--- src/logic/lsu_types_pkg.sv ---
package lsu_types_pkg;

    // register value as seen on the broadcast buses
    typedef logic [31:0] data_t;

    // byte address, the memory only decodes the low bits
    typedef logic [31:0] addr_t;

    // already sign-extended by the decoder upstream
    typedef logic [31:0] imm_t;

    // access size in bytes, 1, 2 or 4
    typedef logic [2:0] len_t;

    // nick 0 is reserved for "value present"
    localparam int NICK_W_DEF = 4;

    // 1 KiB of data memory by default
    localparam int MEM_AW_DEF = 10;

endpackage

--- src/logic/lsu_op_pkg.sv ---
package lsu_op_pkg;

    // internal opcode as handed over by dispatch
    typedef logic [5:0] op_t;

    // loads
    localparam op_t OP_LB  = 6'h0b;
    localparam op_t OP_LH  = 6'h0c;
    localparam op_t OP_LW  = 6'h0d;
    localparam op_t OP_LBU = 6'h0e;
    localparam op_t OP_LHU = 6'h0f;

    // stores
    localparam op_t OP_SB  = 6'h10;
    localparam op_t OP_SH  = 6'h11;
    localparam op_t OP_SW  = 6'h12;

    // access kind as kept per buffer entry
    localparam logic LS_LOAD  = 1'b0;
    localparam logic LS_STORE = 1'b1;

    // access sizes
    localparam lsu_types_pkg::len_t LEN_ONE  = 3'd1;
    localparam lsu_types_pkg::len_t LEN_TWO  = 3'd2;
    localparam lsu_types_pkg::len_t LEN_FOUR = 3'd4;

endpackage

--- src/logic/mem_op_decode.sv ---
`timescale 1ns/100ps

module mem_op_decode (
    input  lsu_op_pkg::op_t     op,
    output logic                is_mem,
    output logic                is_store,
    output lsu_types_pkg::len_t len,
    output logic                is_unsigned
);
    import lsu_op_pkg::*;

    always_comb begin
        is_mem      = 1'b1;
        is_store    = LS_LOAD;
        len         = LEN_FOUR;
        is_unsigned = 1'b0;
        case (op)
            OP_LB:  len = LEN_ONE;
            OP_LH:  len = LEN_TWO;
            OP_LW:  len = LEN_FOUR;
            OP_LBU: begin
                len         = LEN_ONE;
                is_unsigned = 1'b1;
            end
            OP_LHU: begin
                len         = LEN_TWO;
                is_unsigned = 1'b1;
            end
            OP_SB: begin
                is_store = LS_STORE;
                len      = LEN_ONE;
            end
            OP_SH: begin
                is_store = LS_STORE;
                len      = LEN_TWO;
            end
            OP_SW: is_store = LS_STORE;
            // anything else belongs to another unit
            default: is_mem = 1'b0;
        endcase
    end

endmodule

--- config.mk ---
export PLATFORM = sky130hd
export DESIGN_NAME = mem_op_decode
export DESIGN_NICKNAME = d
export VERILOG_FILES = /design/src/logic/lsu_types_pkg.sv /design/src/logic/lsu_op_pkg.sv /design/src/logic/mem_op_decode.sv
export SDC_FILE = /design/constraint.sdc
export NUM_CORES = 1
export LEC_CHECK = 0
export BUFFER_PORTS_ARGS = -buffer_cell sky130_fd_sc_hd__buf_4
export CELL_PAD_IN_SITES_DETAIL_PLACEMENT = 2
export CELL_PAD_IN_SITES_GLOBAL_PLACEMENT = 2
export CORE_AREA = 4 4 41 43
export DETAILED_ROUTE_END_ITERATION = 8
export DIE_AREA = 0 0 45 47
export PLACE_DENSITY = 0.64
export SLEW_MARGIN = 20
export SYNTH_ARGS = -nofsm -noshare
export SYNTH_HDL_FRONTEND = slang
export SYNTH_SLANG_ARGS = --single-unit
--- constraint.sdc ---
create_clock -name vclk -period 1.16
set_clock_uncertainty 0.2 [all_clocks]
set_input_delay 0.232 -clock vclk [all_inputs]
set_output_delay 0.232 -clock vclk [all_outputs]
set_load 0.02 [all_outputs]
==> After elaboration in Yosys (flattened, before gate mapping) <==
Cells that the tools add are included.
{ "word_totals": {"ff_bits": 0, "in_bits": 6, "out_inout_bits": 6} }
{ "op_classes": {"eq_ne": 8, "muxes": 4, "n_reduce_logical": 5} }
{ "op_table": {"columns": ["cell", "n"], "rows": [
  ["6-bit by 4-bit == test with 1-bit output, second input constant", 5],
  ["6-bit by 5-bit == test with 1-bit output, second input constant", 3],
  ["3-bit OR reduction", 3],
  ["8-bit OR reduction", 1],
  ["3-bit case mux with 2 select lines", 1],
  ["1-bit two-way mux", 3],
  ["2-bit OR reduction", 1]
]} }

==> Longest topological paths before layout <==
{ "depth": {"word_depth": 3, "ltp_mapped": 3, "ltp_nobuf": 3} }

==> Worst setup path before layout <==
OpenSTA, ideal clock, no wires.
{ "synth_timing": {"kind": "input to output", "startpoint": "input op[4]", "endpoint": "output is_store", "arrival_time_ns": 1.170, "slack_ns": -0.442, "stages": 2, "n_path_buf": 0, "path_cell_list": "nor2b_1 -> nor4b_1"} }
{ "synth_via": {"elab_chain_cells": 3, "word_cells_on_any_way": 5, "classes_between": "3 x eq/ne; 1 x mux; 1 x reduce/logical"} }
{ "synth_lines": {"columns": ["element", "line_no", "source"], "rows": [
  ["from (decl)", "mem_op_decode.sv:4", "input lsu_op_pkg::op_t op,"],
  ["6-bit by 5-bit == test with 1-bit output", "mem_op_decode.sv:17", "case (op)"],
  ["3-bit OR reduction (no source line) (*)", null, null],
  ["1-bit two-way mux (*)", "mem_op_decode.sv:17", null],
  ["to (decl)", "mem_op_decode.sv:6", "output logic is_store,"]
]} }
Mark *: on every way between the ends. The rest lies on a longest branch, timed or not.

==> Final worst setup path <==
{ "layout_timing": {"startpoint": "input op[4]", "endpoint": "output len[0]"} }
{ "layout_via": {"elab_chain_cells": 3, "word_cells_on_any_way": 9, "classes_between": "6 x eq/ne; 1 x mux; 2 x reduce/logical"} }
{ "layout_lines": {"columns": ["element", "line_no", "source"], "rows": [
  ["6-bit by 4-bit == test with 1-bit output or 6-bit by 5-bit == test with 1-bit output (tied branches)", "mem_op_decode.sv:17", null],
  ["3-bit OR reduction (no source line)", null, null],
  ["3-bit case mux with 2 select lines (*)", "mem_op_decode.sv:17", null],
  ["to (decl)", "mem_op_decode.sv:7", "output lsu_types_pkg::len_t len,"]
]} }
Marked as above.

==> qor.txt <==
GRT Total Usage - 7.710%
Initial antenna violation count - 0
Worst Hold Depth - 4
Hpwl dp - 603.4 µm
Slew headroom - 80.19%
Number of sequential cells - 0
Fin. max-slew vios - 0
Register area - 0 µm²
Crit-path max FO - 5
CTS Hold Bufs - 0
Hold crit path type - primary input to output pin
GP Congestion - 0.7282
Crit Path Category - primary input to output pin
Post-Syn Nets - 27
Worst-case hold slack - 616.4 ps
Register area share after synthesis - 0%
Die Footprint - 2115 µm²
Synth warn - 0
Met3 Usage GRT - 0%
Post-DR vias/cell - 4.370
# clk buffers - 0
Die Wd - 45 µm
# Max-Cap Violations - 0
Pwr dens - 320.7 nW/µm²
Core area - 1301 µm²
Starting density of the core - 10.96%
First-pass GRT wire length - 1283 µm
Met1 usage - 9.663%
Max Clock Freq - 662.2 MHz
Commonest non-fill, non-tap cell in the layout - buf_4
Detailed-route via count - 236
GRT overflow - 0
Hold Path End - len[1]
Post-synth cell types - 16
Final wirelength - 732 µm
I/O Buffers - 12
Area occupied by multi-input gates - 240.2 µm²
Final net count - 47
Final period util - 130.2%
Finished Layout Cells - 54
DRT iter0 DRCs - 1
Netlist Area Pre-Place - 142.6 µm²
Share of cells above drive strength 1 - 89.74%
Number of global-route vias before repair - 272
Cell count after synthesis - 21
Drt wl/cell - 13.56 µm
Avg Cell Area, Syn - 6.792 µm²
RSZ-0062 raised after global routing - true
Synth top area share - 10.53%
Most frequent cells in the layout - 7 x buf_4, 6 x buf_6, 3 x buf_8
DR DRC count - 0
Failing checks - negative setup slack
Post-Place Cells - 53
Status - finished, violations left
WP data required - 730 ps
CP arrival - 1080 ps
CP startpoint kind - primary input
Cell Rows - 13
Area grow syn2layout - 225.4%
PnR worst setup slack - -350.2 ps
Final setup viols - 6
Fill cells - 150
Pre-antenna DRT Iters - 2
Met2 Usage GRT - 15.54%
Post-synth top area cell - a21oi_1
Hold Vio Cnt, Final - 0
Worst slew pin tran - 295.9 ps
Synth area leaders - a21oi_1 11%, nor4b_2 11%, a22oi_2 8.8%
Antenna-violating nets left - 0
# IOs - 12
Die Span Y - 47 µm
Gr busiest metal - met2
Max rail drop VDD - 104.8 µV
Final min period - 1510 ps
Nature of the critical path endpoint - output pin
Lkg Pwr - 0.1725 nW
Hold_sp - op[5]
Largest net degree at the start of global routing - 7
Antenna diode count - 0
[final cells by class]
type | instances | share of cell area (%)
multi-input combinational | 21 | 51.75
timing repair buffer | 18 | 44.20
tap | 15 | 4.043
[worst max-delay path by stage]
stage / startpoint / end / slack [ps] / depth (start not counted)
finish: op[4] / len[0] / -350 / 5
global route: op[4] / len[0] / -400 / 5
CTS: op[4] / len[0] / -350 / 5
detailed placement: op[3] / len[0] / -390 / 5
global placement: op[3] / len[0] / -380 / 5
floorplan: op[4] / len[0] / -130 / 3
[worst max-delay path, stage by stage]
cell and delay [ps]:
buf_6 90, and2b_2 270, a22oi_2 110, o32ai_4 220, buf_6 150
[what timing repair did]
action / CTS / global route
setup buffers: 1 / 0
endpoints found under the setup margin: 6 / 6
resized for setup: 15 / 8
pin swaps: 6 / 3
gates cloned: 0 / 0
endpoints found under the hold margin: 0 / 0
[per-layer routing]
metal / share of wire [%] / vias up
met5: 0 / -
met4: 0 / 0
met3: 2.9 / 0
met2: 59 / 6
met1: 38 / 111
li1: - / 119
[cells in the mapped netlist]
master and instances:
nand2_1 2, or2_2 1, nor2b_1 2, a21oi_1 3
a22oi_2 1, o211ai_1 1, o21bai_1 1, nor4b_1 1
o21ai_1 1, nor4b_2 1, o32ai_1 1, and2b_1 1
nand3_1 1, o21a_1 1, nor2_1 2, and2_4 1
[report_power, final]
group | internal (W) | leakage, nW | switching, W
sequential | 0 | 0 | 0
combinational | 0.0000840 | 0.172 | 0.0000649
clock | 0 | 0 | 0
[cell families (layout without fill, tap and decap cells)]
family          Yosys count  count (layout)  share of synthesized area (%)
compound gates            9               9                          44.74
buf+inv                   0              18                              0
simple gates             12              12                          55.27
[per-stage QoR]
step | TNS [ps] | util [%] | cell area [µm²] | worst slack (ps) | power (W)
finish | -1652 | 35.67 | 464.2 | -350.2 | 0.0001489
global route | -1887 | 35.67 | 464.2 | -397.5 | 0.0001585
CTS | -1674 | 33.08 | 430.4 | -354.1 | 0.0001380
detailed placement | -1955 | 28.17 | 366.6 | -388.6 | 0.0001176
global placement | -1851 | 28.17 | 366.6 | -379.2 | 0.0001136
floorplan | -552.1 | - | 207.7 | -131.9 | 0.00004887
(Power assumes the default switching activity.)
