$ cat src/logic/lsu_types_pkg.sv
package lsu_types_pkg;

    // register value as seen on the broadcast buses
    typedef logic [31:0] data_t;

    // byte address, the memory only decodes the low bits
    typedef logic [31:0] addr_t;

    // already sign-extended by the decoder upstream
    typedef logic [31:0] imm_t;

    // access size in bytes, 1, 2 or 4
    typedef logic [2:0] len_t;

    // nick 0 is reserved for "value present"
    localparam int NICK_W_DEF = 4;

    // 1 KiB of data memory by default
    localparam int MEM_AW_DEF = 10;

endpackage

$ cat src/logic/lsu_op_pkg.sv
package lsu_op_pkg;

    // internal opcode as handed over by dispatch
    typedef logic [5:0] op_t;

    // loads
    localparam op_t OP_LB  = 6'h0b;
    localparam op_t OP_LH  = 6'h0c;
    localparam op_t OP_LW  = 6'h0d;
    localparam op_t OP_LBU = 6'h0e;
    localparam op_t OP_LHU = 6'h0f;

    // stores
    localparam op_t OP_SB  = 6'h10;
    localparam op_t OP_SH  = 6'h11;
    localparam op_t OP_SW  = 6'h12;

    // access kind as kept per buffer entry
    localparam logic LS_LOAD  = 1'b0;
    localparam logic LS_STORE = 1'b1;

    // access sizes
    localparam lsu_types_pkg::len_t LEN_ONE  = 3'd1;
    localparam lsu_types_pkg::len_t LEN_TWO  = 3'd2;
    localparam lsu_types_pkg::len_t LEN_FOUR = 3'd4;

endpackage

$ cat src/logic/load_result.sv
`timescale 1ns/100ps

module load_result #(
    parameter int NICK_W = lsu_types_pkg::NICK_W_DEF
) (
    input  logic                 clk,
    input  logic                 rst_n,
    input  logic                 rdy,
    input  logic                 clr,
    input  logic                 done,
    input  logic [NICK_W-1:0]    done_nick,
    input  lsu_types_pkg::len_t  done_len,
    input  logic                 done_unsigned,
    input  lsu_types_pkg::data_t rdata,
    output logic                 res_en,
    output logic [NICK_W-1:0]    res_nick,
    output lsu_types_pkg::data_t res_data
);
    import lsu_types_pkg::*;
    import lsu_op_pkg::*;

    data_t             ext;
    logic              hold_v;
    logic [NICK_W-1:0] hold_nick;
    data_t             hold_data;
    logic              take_hold;

    always_comb begin
        case (done_len)
            LEN_ONE: ext = done_unsigned ? {24'h0, rdata[7:0]} : {{24{rdata[7]}}, rdata[7:0]};
            LEN_TWO: ext = done_unsigned ? {16'h0, rdata[15:0]} : {{16{rdata[15]}}, rdata[15:0]};
            default: ext = rdata;
        endcase
    end

    // park a result that lands during a stall or behind a parked one
    assign take_hold = done & (~rdy | hold_v);

    always_ff @(posedge clk or negedge rst_n) begin
        if (!rst_n) begin
            res_en <= 1'b0;
            hold_v <= 1'b0;
        end else if (!rdy) begin
            res_en <= 1'b0;
            if (done) begin
                hold_v <= 1'b1;
            end
        end else if (clr) begin
            res_en <= 1'b0;
            hold_v <= 1'b0;
        end else begin
            res_en <= hold_v | done;
            hold_v <= hold_v & done;
        end
    end

    always_ff @(posedge clk) begin
        if (take_hold) begin
            hold_nick <= done_nick;
            hold_data <= ext;
        end
        if (rdy) begin
            if (hold_v) begin
                res_nick <= hold_nick;
                res_data <= hold_data;
            end else if (done) begin
                res_nick <= done_nick;
                res_data <= ext;
            end
        end
    end

endmodule

$ cat config.mk
export PLATFORM = sky130hd
export DESIGN_NAME = load_result
export DESIGN_NICKNAME = d
export VERILOG_FILES = /design/src/logic/lsu_types_pkg.sv /design/src/logic/lsu_op_pkg.sv /design/src/logic/load_result.sv
export SDC_FILE = /design/constraint.sdc
export NUM_CORES = 1
export LEC_CHECK = 0
export BUFFER_PORTS_ARGS = -buffer_cell sky130_fd_sc_hd__buf_2
export CORE_UTILIZATION = 56
export CTS_CLUSTER_DIAMETER = 30
export DETAILED_ROUTE_END_ITERATION = 10
export PLACE_DENSITY = 0.84
export SYNTH_ARGS = -nofsm -noshare
export SYNTH_HDL_FRONTEND = slang
export SYNTH_SLANG_ARGS = --single-unit
$ cat constraint.sdc
create_clock -name clk -period 7.65 [get_ports clk]
set_clock_uncertainty 0.05 [all_clocks]
set_input_delay 0.3825 -clock clk [delete_from_list [all_inputs] [get_ports clk]]
set_output_delay 0.3825 -clock clk [all_outputs]
set_load 0.02 [all_outputs]
# Yosys cells after proc, flatten, opt, wreduce, memory -nomap -nowiden
# Cells that the tools add are included.
[totals]
output_inout_bits = 37
in_bits = 45
word_cells = 28
reg_bits = 74
[op_classes]
reduce_logical = 3
bitwise = 5
n_mux = 12
eq_ne = 2
[ops]
columns = ["op", "n"]
rows = [
  ["$mux W32", 4],
  ["$pmux W32 S2", 1],
  ["$mux W4", 2],
  ["$mux W1", 5],
  ["$reduce_bool A2 Y1", 2],
  ["$eq A3 B1 Y1 const B", 1],
  ["$eq A3 B2 Y1 const B", 1],
  ["$and A1 B1 Y1", 2],
  ["$or A1 B1 Y1", 2],
  ["$reduce_and A2 Y1", 1],
  ["$not A1 Y1", 1],
]

# Longest topological paths before layout
# Gate-level depths: netlist (run 1).
[logic_depth]
word_depth = 4
depth_mapped = 5
ltp_nobuf = 3

# Worst setup path before layout (run 1)
# No wires, ideal clock.
[synth_timing]
kind = "register to register"
startpoint = "register hold_v"
endpoint = "register hold_data[0] (enable)"
setup_time_ns = 0.441
path_stages_with_launch = 4
required_ns = 7.159
arrival_ns = 2.497
setup_slack_ns = 4.662
n_path_buf = 1
period_less_slack_ns = 2.988
cell_sequence = "dfrtp_1 > inv_2 > clkbuf_1 > a21oi_1"
[synth_via]
elab_chain_cells = 2
[synth_lines]
columns = ["element", "line", "rtl"]
rows = [
  ["start: declaration", "load_result.sv:23", "logic hold_v;"],
  ["start signal: assignment", "load_result.sv:53", "hold_v <= hold_v & done;"],
  ["$or A1 B1 Y1", "load_result.sv:37", "assign take_hold = done & (~rdy | hold_v);"],
  ["$and A1 B1 Y1", "load_result.sv:37", ""],
  ["via take_hold", "load_result.sv:26", "logic take_hold;"],
  ["end signal: assignment", "load_result.sv:60", "hold_data <= ext;"],
  ["end: declaration", "load_result.sv:25", "data_t hold_data;"],
]
# The timed path passes the listed nets, and every way through them passes these cells.
# A chain may end at the register's enable or synchronous reset.

# Worst setup path in the final report (run 1)
[layout_timing]
startpoint = "register hold_v"
endpoint = "register hold_data[13] (enable)"
# Same word-level chain as after synthesis.

==> results of run 1 <==
report_power, final:
part,switching (uW),internal (uW)
sequential,13.2,489
clock,135,114
combinational,72.6,53.6
total,221,656
synth_stat cells, types with 2 or more instances:
cell type and count:
edfxtp_1 72, mux2_2 20, a21o_1 16, a311o_1 16
and2_1 16, inv_1 9, o22ai_1 8, buf_6 4
clkbuf_1 4, dfrtp_1 2
sequential cells by signal, indices dropped and copies added, names as in the netlist:
name	cells
hold_v	1
res_en	1
res_nick	4
res_data	32
hold_data	32
hold_nick	4
metal layers:
metal,up-vias,track usage
met1,921,0.257
met5,-,0
met2,73,0.321
met3,14,0.0431
met4,0,0.117
li1,888,-
cell type report:
type,instances,area share
Timing Repair Buffer,82,0.112
Tap cell,70,0.0236
Sequential cell,74,0.596
Clock buffer,9,0.0334
Clock inverter,7,0.00944
Multi-Input combinational cell,89,0.215
Inverter,10,0.0101
worst paths after layout:
| path | end | depth (start not counted) |
|---|---|---|
| worst max-delay path | hold_data[13] | 2 |
| worst min-delay path | res_en | 2 |
| worst max register to register | hold_data[13] | 2 |
| worst min register to register | res_data[15] | 1 |
| max in group asynchronous | res_en | 2 |
| min in group asynchronous | hold_v | 2 |
stage by stage:
step / hold slack [ps] / utilization / total power [uW] / setup WS (ps) / instance area, sq um
3_3_place_gp: 124 / 0.676 / 632 / 4710 / 3540
2_1_floorplan: 36.9 / - / 594 / 4660 / 3110
6_report: 155 / 0.709 / 877 / 4610 / 3710
5_1_grt: 154 / 0.709 / 907 / 4400 / 3710
4_1_cts: 140 / 0.709 / 882 / 4590 / 3710
3_5_place_dp: 123 / 0.676 / 637 / 4630 / 3540
worst max-delay path: cells and delay by family (launching register included):
kind	cells	cell delay, ps
DFF	1	1030
AOI/OAI and AO/OA	1	1050
buffers and inverters	1	490
placed cells by master, fill, tap and decap left out, types with 3 or more instances in the layout:
cell type / instances
buf_2: 81
clkbuf_8: 9
inv_1: 9
a311o_1: 16
o22ai_1: 8
clkinv_2: 3
a21o_1: 16
edfxtp_1: 72
and2_1: 16
mux2_2: 20
clkinv_1: 3
logic make-up (layout without fill, tap and decap cells):
kind of cell / after synthesis / count (layout) / synth area share
AOI/OAI and AO/OA: 46 / 46 / 0.124
xor gates and xnor gates: 1 / 1 / 0.00281
buffers and inverters: 21 / 108 / 0.0366
DFF: 74 / 74 / 0.711
muxes: 20 / 20 / 0.0723
and+or+nand+nor: 22 / 22 / 0.0539
==> results.json, run 1 <==
{
  "outcome": "finished clean",
  "cts_setup_buffers": 0,
  "drcViolationCount": 0,
  "cp_data_arrival_time_ps": 2930,
  "die_y_um": 76.6,
  "dp_cells": 324,
  "fmax_ghz": 0.329,
  "postSynth.asyncResetShare": 0.0270,
  "wire_per_inst_um": 16.7,
  "wl_met3_um": 281,
  "crit_chain": "inv_2 -> a21oi_4",
  "first_iter_violations": 192,
  "nets": 311,
  "syn_area_sq_um": 3110,
  "ys_warn_count": 0,
  "synth_nets": 229,
  "required_ps": 7550,
  "power.density_nw_per_um2": 236,
  "setup_viol": 0,
  "hold_path_class": "in2reg",
  "cts_buffers": 9,
  "start_util": 0.594,
  "antenna_cells": 0,
  "via_count": 1896,
  "grt_max_degree": 38,
  "track_usage": 0.202,
  "drv_slew": 0,
  "synth_top_flop_cell": "edfxtp_1",
  "r2r_slack_ps": 4610,
  "grt_pass1_wl_um": 8830,
  "syn_avg_cell_area_sq_um": 16.9,
  "critPathSlowestCell": "a21oi_4",
  "slowest_delay_ps": 1050,
  "cts_tree": "done",
  "portBuffers": 81,
  "post-route-min-period_ps": 3040,
  "ctsResizeCount": 0,
  "maxCapViolCount": 0,
  "gp_congestion": 0.737,
  "drive_above_1_share": 0.450,
  "grt_overflow": 0,
  "synthTopCellsByArea": "edfxtp_1 (69%), mux2_2 (7.2%), a311o_1 (5.1%), a21o_1 (3.9%), and2_1 (3.2%)",
  "synth_top_area_frac": 0.695,
  "dr_wl_met2_um": 2880,
  "register_area_sq_um": 2210,
  "dp_hpwl_um": 3700,
  "hold_path.startpoint": "clr",
  "yosysTopAreaCell": "edfxtp_1",
  "multiInputGateArea_sq_um": 800,
  "synth_cells": 184,
  "vdd_drop_max_mv": 0.133,
  "clock_latency_ps": 340,
  "layout_worst_path_cycle_share": 0.397,
  "synth.distinct_cells": 27,
  "grt_pass1_vias": 1800,
  "antenna_found_initial": 0,
  "routed_via_density": 5.56,
  "startpoint": "hold_v",
  "routed_wl_um": 5700,
  "endpoint_kind": "flop",
  "core_sq_um": 5240,
  "leakagePower_uw": 0.00153,
  "htree_levels": 3,
  "rows": 26,
  "path_clk_slew_ps": 70,
  "hold_buffers": 1,
  "grt_setup_unrepaired": "no",
  "finalNonFillerCells": 341,
  "finalSetupTns_ps": 0,
  "worst_slew_pin_slew_ps": 1170,
  "io-pin-count": 82,
  "startpoint_type": "flop",
  "timing.rr.start": "hold_v",
  "dr.max_layer_used": "met4",
  "critPathMaxFanout": 36,
  "synth_edf_count": 72,
  "syn2layout_area_growth_pct": 19.2,
  "ys_ff_latch": 74,
  "drt-pass1-iter-count": 4,
  "hold_viol_final": 0,
  "wirelength_met1_um": 2420,
  "die-area_sq_um": 5860,
  "ys_seq_area_frac": 0.711,
  "detail-route-antenna-nets": 0,
  "max_slew_margin": 0.219,
  "die_w_um": 76.6,
  "path_class": "reg2reg",
  "clock_sinks": 74,
  "nFillCells": 369,
  "cts_buffer_depth": 2,
  "cts_root_buf": "clkbuf_8"
}
Note: power is estimated with default switching activity, not from simulation.
==> inputs of run 2 (changes only) <==
--- a/config.mk
+++ b/config.mk
@@ -6,10 +6,10 @@
 export NUM_CORES = 1
 export LEC_CHECK = 0
 export BUFFER_PORTS_ARGS = -buffer_cell sky130_fd_sc_hd__buf_2
-export CORE_UTILIZATION = 56
+export CORE_UTILIZATION = 52
 export CTS_CLUSTER_DIAMETER = 30
 export DETAILED_ROUTE_END_ITERATION = 10
-export PLACE_DENSITY = 0.84
+export PLACE_DENSITY = 0.79
 export SYNTH_ARGS = -nofsm -noshare
 export SYNTH_HDL_FRONTEND = slang
 export SYNTH_SLANG_ARGS = --single-unit
==> constraint.sdc (replaced) <==
create_clock -name clk -period 3.08 [get_ports clk]
set_clock_uncertainty 0.05 [all_clocks]
set_input_delay 0.154 -clock clk [delete_from_list [all_inputs] [get_ports clk]]
set_output_delay 0.154 -clock clk [all_outputs]
set_load 0.02 [all_outputs]
==> run 2 against run 1 <==
  * Maximum frequency up 51%
  * Sequential cell count did not move
  * Clock power grew to 3.3 times the previous value
  * Routed wire length rose by 8.0%
  * Sequential share of layout area shrank 3.4 points
  * Cell area grew 6.0%
  * Die area up 7.5%
  * Sequential power is 150% higher
  * Critical path type unchanged
  * Largest power group unchanged
==> results.json, run 2 (synthesis gave the netlist of run 1 again) <==
{
  "finalNonFillerCells": 360,
  "hold_buffers": 15,
  "start_util": 0.552,
  "cts_setup_buffers": 0,
  "gp_congestion": 0.754,
  "switching_share": 0.236,
  "dp_cells": 329,
  "max_slew_margin": 0.398,
  "p_comb_frac": 0.143,
  "reg.largest.list": "hold_data: 32 flops, res_data: 32 flops",
  "syn2layout_area_growth_pct": 26.4,
  "startpoint_type": "flop",
  "switching_power_uw": 567,
  "outcome": "finished clean",
  "first_iter_violations": 171,
  "setup_viol": 0,
  "via_count": 1959,
  "grt_pass1_wl_um": 9620,
  "cts_root_buf": "clkbuf_8",
  "dp_slack_ps": 1040,
  "drive_above_1_share": 0.444,
  "cts_buffer_depth": 2,
  "clock_latency_ps": 350,
  "track_usage": 0.213,
  "routed_via_density": 5.44,
  "drv_slew": 0,
  "worst_slack_ps": 1060,
  "die_w_um": 79.4,
  "drcViolationCount": 0,
  "finalSetupTns_ps": 0,
  "r2r_slack_ps": 1060,
  "cts_tree": "done",
  "grtUsageMet2": 0.328,
  "endpoint_kind": "flop",
  "layout_commonest_cell": "buf_2",
  "power.density_nw_per_um2": 610,
  "internal_power_uw": 1830,
  "dp_hpwl_um": 3810,
  "rows": 27,
  "wire_per_inst_um": 17.1,
  "grt_max_degree": 38,
  "die_y_um": 79.4,
  "post-route-min-period_ps": 2020,
  "fmax_ghz": 0.496,
  "portBuffers": 81,
  "routed_wl_um": 6160,
  "cp_data_arrival_time_ps": 2010,
  "final_util": 0.697,
  "grt_overflow": 0,
  "top_usage_layer": "met2",
  "grt_setup_unrepaired": "no",
  "hold_path_class": "in2reg",
  "path_clk_slew_ps": 70,
  "grt_pass1_vias": 1922,
  "clock_sinks": 74,
  "nFillCells": 373,
  "seqPwrFrac": 0.515,
  "fin_hold_ws_ps": 48.1,
  "required_ps": 3070,
  "htree_levels": 3,
  "gr-usage-met1": 0.282,
  "nets": 328,
  "io-pin-count": 82,
  "vdd_drop_max_mv": 0.412,
  "antenna_found_initial": 0,
  "hold_viol_final": 0,
  "layout_worst_path_cycle_share": 0.655,
  "worst_slew_pin_slew_ps": 903,
  "detail-route-antenna-nets": 0,
  "core_sq_um": 5640,
  "ctsResizeCount": 0,
  "path_class": "reg2reg",
  "critPathMaxFanout": 25,
  "maxCapViolCount": 0,
  "final_cell_mix": "buf_2 (81), edfxtp_1 (72), mux2_2 (20)",
  "drt-pass1-iter-count": 4,
  "clkPwrFrac": 0.342,
  "cts_buffers": 9,
  "grtUsageMet3": 0.0571,
  "die-area_sq_um": 6300,
  "leakagePower_uw": 0.00163,
  "antenna_cells": 0
}
run 2: cell types whose count changed in the layout (fill, tap and decap cells not counted):
cell,delta
dlygate4sd3_1,+14
clkinv_2,+1
clkbuf_8,+1
clkinv_1,-3
buf_4,+3
bufinv_16,+2
inv_6,-1
run 2: final cells by class:
cell class / count / area, sq um / share of cell area
Sequential cell: 74 / 2210 / 0.562
Multi-Input combinational cell: 89 / 800 / 0.203
Timing Repair Buffer: 99 / 578 / 0.147
Clock buffer: 10 / 138 / 0.0350
Tap cell: 72 / 90.1 / 0.0229
Clock inverter: 6 / 80.1 / 0.0203
Inverter: 10 / 37.5 / 0.00954
run 2: power by group through the flow:
stage                     Sequential, uW  Clock, uW  Combinational [uW]
after floorplan                     1310          0                 162
after global placement              1260          0                 321
after detailed placement            1260          0                 326
after CTS                           1240        831                 344
after global routing                1240        872                 370
final                               1240        821                 343
run 2: per-stage QoR:
step / cell area (sq um) / total power (uW)
2_1_floorplan: 3110 / 1480
3_3_place_gp: 3570 / 1580
3_5_place_dp: 3570 / 1590
4_1_cts: 3940 / 2410
5_1_grt: 3940 / 2490
6_report: 3940 / 2400
run 2: final timing paths:
kind / startpoint / endpoint / depth (start not counted)
setup / recovery: hold_v / hold_data[24] / 3
max in group asynchronous: rst_n / res_en / 2
setup reg to reg: hold_v / hold_data[24] / 3
min in group asynchronous: rst_n / hold_v / 2
hold / removal: rdata[20] / hold_data[20] / 2
hold reg to reg: hold_nick[2] / res_nick[2] / 1
run 2: metal layers:
metal	part of all wire	wire (um)
met5	0	0
met4	0.015	93
met3	0.060	370
met2	0.49	3010
met1	0.44	2690
run 2: critical path: stages, from the launching register on:
cell and delay (ps):
dfrtp_1 620, inv_2 320, a21oi_4 430, buf_4 290
==> inputs of run 3 (changes only) <==
--- a/config.mk
+++ b/config.mk
@@ -6,10 +6,10 @@
 export NUM_CORES = 1
 export LEC_CHECK = 0
 export BUFFER_PORTS_ARGS = -buffer_cell sky130_fd_sc_hd__buf_2
-export CORE_UTILIZATION = 52
+export CORE_UTILIZATION = 47
 export CTS_CLUSTER_DIAMETER = 30
 export DETAILED_ROUTE_END_ITERATION = 10
-export PLACE_DENSITY = 0.79
+export PLACE_DENSITY = 0.75
 export SYNTH_ARGS = -nofsm -noshare
 export SYNTH_HDL_FRONTEND = slang
 export SYNTH_SLANG_ARGS = --single-unit
==> constraint.sdc (replaced) <==
create_clock -name clk -period 1.8 [get_ports clk]
set_clock_uncertainty 0.05 [all_clocks]
set_input_delay 0.09 -clock clk [delete_from_list [all_inputs] [get_ports clk]]
set_output_delay 0.09 -clock clk [all_outputs]
set_load 0.02 [all_outputs]
==> run 3 against run 2 <==
  * First-iteration DRC count fell by 15%
  * Total power increased by 59%
  * Core utilization fell by 6.0 points
  * Register-to-register slack got worse by 930 ps
  * Sequential share of layout area shrank 1.9 points
  * Combinational power rose by 84%
  * Cell area increased by 3.4%
  * Global-route usage down 2.7 points
  * Worst setup slack lost 970 ps
  * Critical path type is now in2reg
  * Largest power group unchanged
==> results.json, run 3 (synthesis gave the netlist of run 1 again) <==
{
  "io-pin-count": 82,
  "die_w_um": 83.4,
  "start_util": 0.487,
  "cts_root_buf": "clkbuf_8",
  "reg.largest.list": "hold_data: 32 flops, res_data: 32 flops",
  "layout_worst_path_cycle_share": 0.949,
  "hold_path_class": "in2reg",
  "antenna_cells": 0,
  "clock_latency_ps": 330,
  "wire_per_inst_um": 15.9,
  "switching_share": 0.253,
  "startpoint_type": "primary input",
  "grt_max_degree": 38,
  "drt-pass1-iter-count": 4,
  "die-area_sq_um": 6950,
  "drcViolationCount": 0,
  "post-route-min-period_ps": 1710,
  "final_cell_mix": "buf_2 (81), edfxtp_1 (72), dlygate4sd3_1 (30), mux2_2 (20)",
  "grt_overflow": 0,
  "worst_slew_pin_slew_ps": 921,
  "internal_power_uw": 2850,
  "nFillCells": 501,
  "vdd_drop_max_mv": 0.541,
  "grt_pass1_vias": 2017,
  "grt_pass1_wl_um": 9810,
  "switching_power_uw": 967,
  "cts_buffers": 9,
  "slowest_delay_ps": 690,
  "finalSetupTns_ps": 0,
  "routed_via_density": 5.21,
  "die_y_um": 83.4,
  "nets": 346,
  "cts_setup_buffers": 0,
  "routed_wl_um": 6110,
  "path_clk_slew_ps": 70,
  "track_usage": 0.186,
  "detail-route-antenna-nets": 0,
  "drive_above_1_share": 0.422,
  "hold_buffers": 30,
  "maxCapViolCount": 0,
  "drv_slew": 0,
  "clock_sinks": 74,
  "leakagePower_uw": 0.00167,
  "cp_data_arrival_time_ps": 1850,
  "worst_slack_ps": 92.1,
  "seqPwrFrac": 0.552,
  "finalNonFillerCells": 383,
  "p_comb_frac": 0.165,
  "gp_congestion": 0.742,
  "dp_hpwl_um": 3750,
  "rows": 29,
  "core_sq_um": 6390,
  "hold_viol_final": 0,
  "first_iter_violations": 145,
  "cts_buffer_depth": 2,
  "clkPwrFrac": 0.282,
  "setup_viol": 0,
  "path_class": "in2reg",
  "cts_tree": "done",
  "max_slew_margin": 0.386,
  "required_ps": 1940,
  "crit_chain": "dlygate4sd3_1 -> buf_2 -> nand3b_4 -> a211oi_4 -> a311o_1",
  "grt_setup_unrepaired": "no",
  "layout_commonest_cell": "buf_2",
  "htree_levels": 3,
  "outcome": "finished clean",
  "critPathMaxFanout": 16,
  "dp_slack_ps": 150,
  "antenna_found_initial": 0,
  "fmax_ghz": 0.586,
  "syn2layout_area_growth_pct": 30.7,
  "via_count": 1995,
  "portBuffers": 81,
  "critPathSlowestCell": "a211oi_4",
  "endpoint_kind": "flop",
  "power.density_nw_per_um2": 938,
  "ctsResizeCount": 0,
  "dp_cells": 337
}
==> run 3: cell types whose count changed in the layout (fill, tap and decap cells not counted) <==
cell / change
buf_12: +1
buf_4: +2
bufinv_16: -2
clkbuf_1: +1
clkbuf_8: -1
clkinv_1: +1
clkinv_2: -1
clkinvlp_4: +2
dlygate4sd3_1: +15
==> run 3: final timing paths <==
path,from,end,slack (ps),cells after the start
max reg2reg,hold_v,res_data[23],130,3
min,rdata[31],hold_data[31],20,2
max,rdata[7],res_data[23],90,5
min reg2reg,hold_data[5],res_data[5],500,1
min in group asynchronous,rst_n,res_en,570,3
max in group asynchronous,rst_n,hold_v,1000,3
==> run 3: metal layers <==
| layer | track usage | vias up | part of all wire |
|---|---|---|---|
| li1 | - | 959 | - |
| met1 | 0.235 | 963 | 0.43 |
| met2 | 0.306 | 67 | 0.50 |
| met3 | 0.0507 | 6 | 0.054 |
| met4 | 0.0705 | 0 | 0.0080 |
| met5 | 0 | - | 0 |
==> run 3: metrics by stage <==
step	instance area [sq um]	total power, uW	util	hold slack, ps
2_1_floorplan	3140	2530	-	-256
3_3_place_gp	3610	2710	0.565	-171
3_5_place_dp	3610	2730	0.565	-172
4_1_cts	4070	3850	0.637	0.0873
5_1_grt	4070	4000	0.637	1.90
6_report	4070	3820	0.637	22.6
==> run 3: final cells by class <==
cell class,instances,area (sq um),share of cell area
tap,77,96.3,0.0237
timing repair buffer,117,763,0.188
clock buffer,10,128,0.0314
sequential,74,2210,0.543
multi-input combinational,89,800,0.196
inverter,10,37.5,0.00922
clock inverter,6,33.8,0.00830
==> run 3: worst max-delay path, delay by kind of cell <==
family / cells / cell delay (ps)
simple gates: 1 / 160
buf+inv: 2 / 670
compound gates: 2 / 920
==> run 3: power groups by stage <==
stage               sequential, uW  clock (uW)  combinational (uW)
floorplan                     2250           0                 285
global placement              2140           0                 564
detailed placement            2150           0                 585
CTS                           2110        1100                 635
global route                  2120        1200                 679
finish                        2110        1080                 632
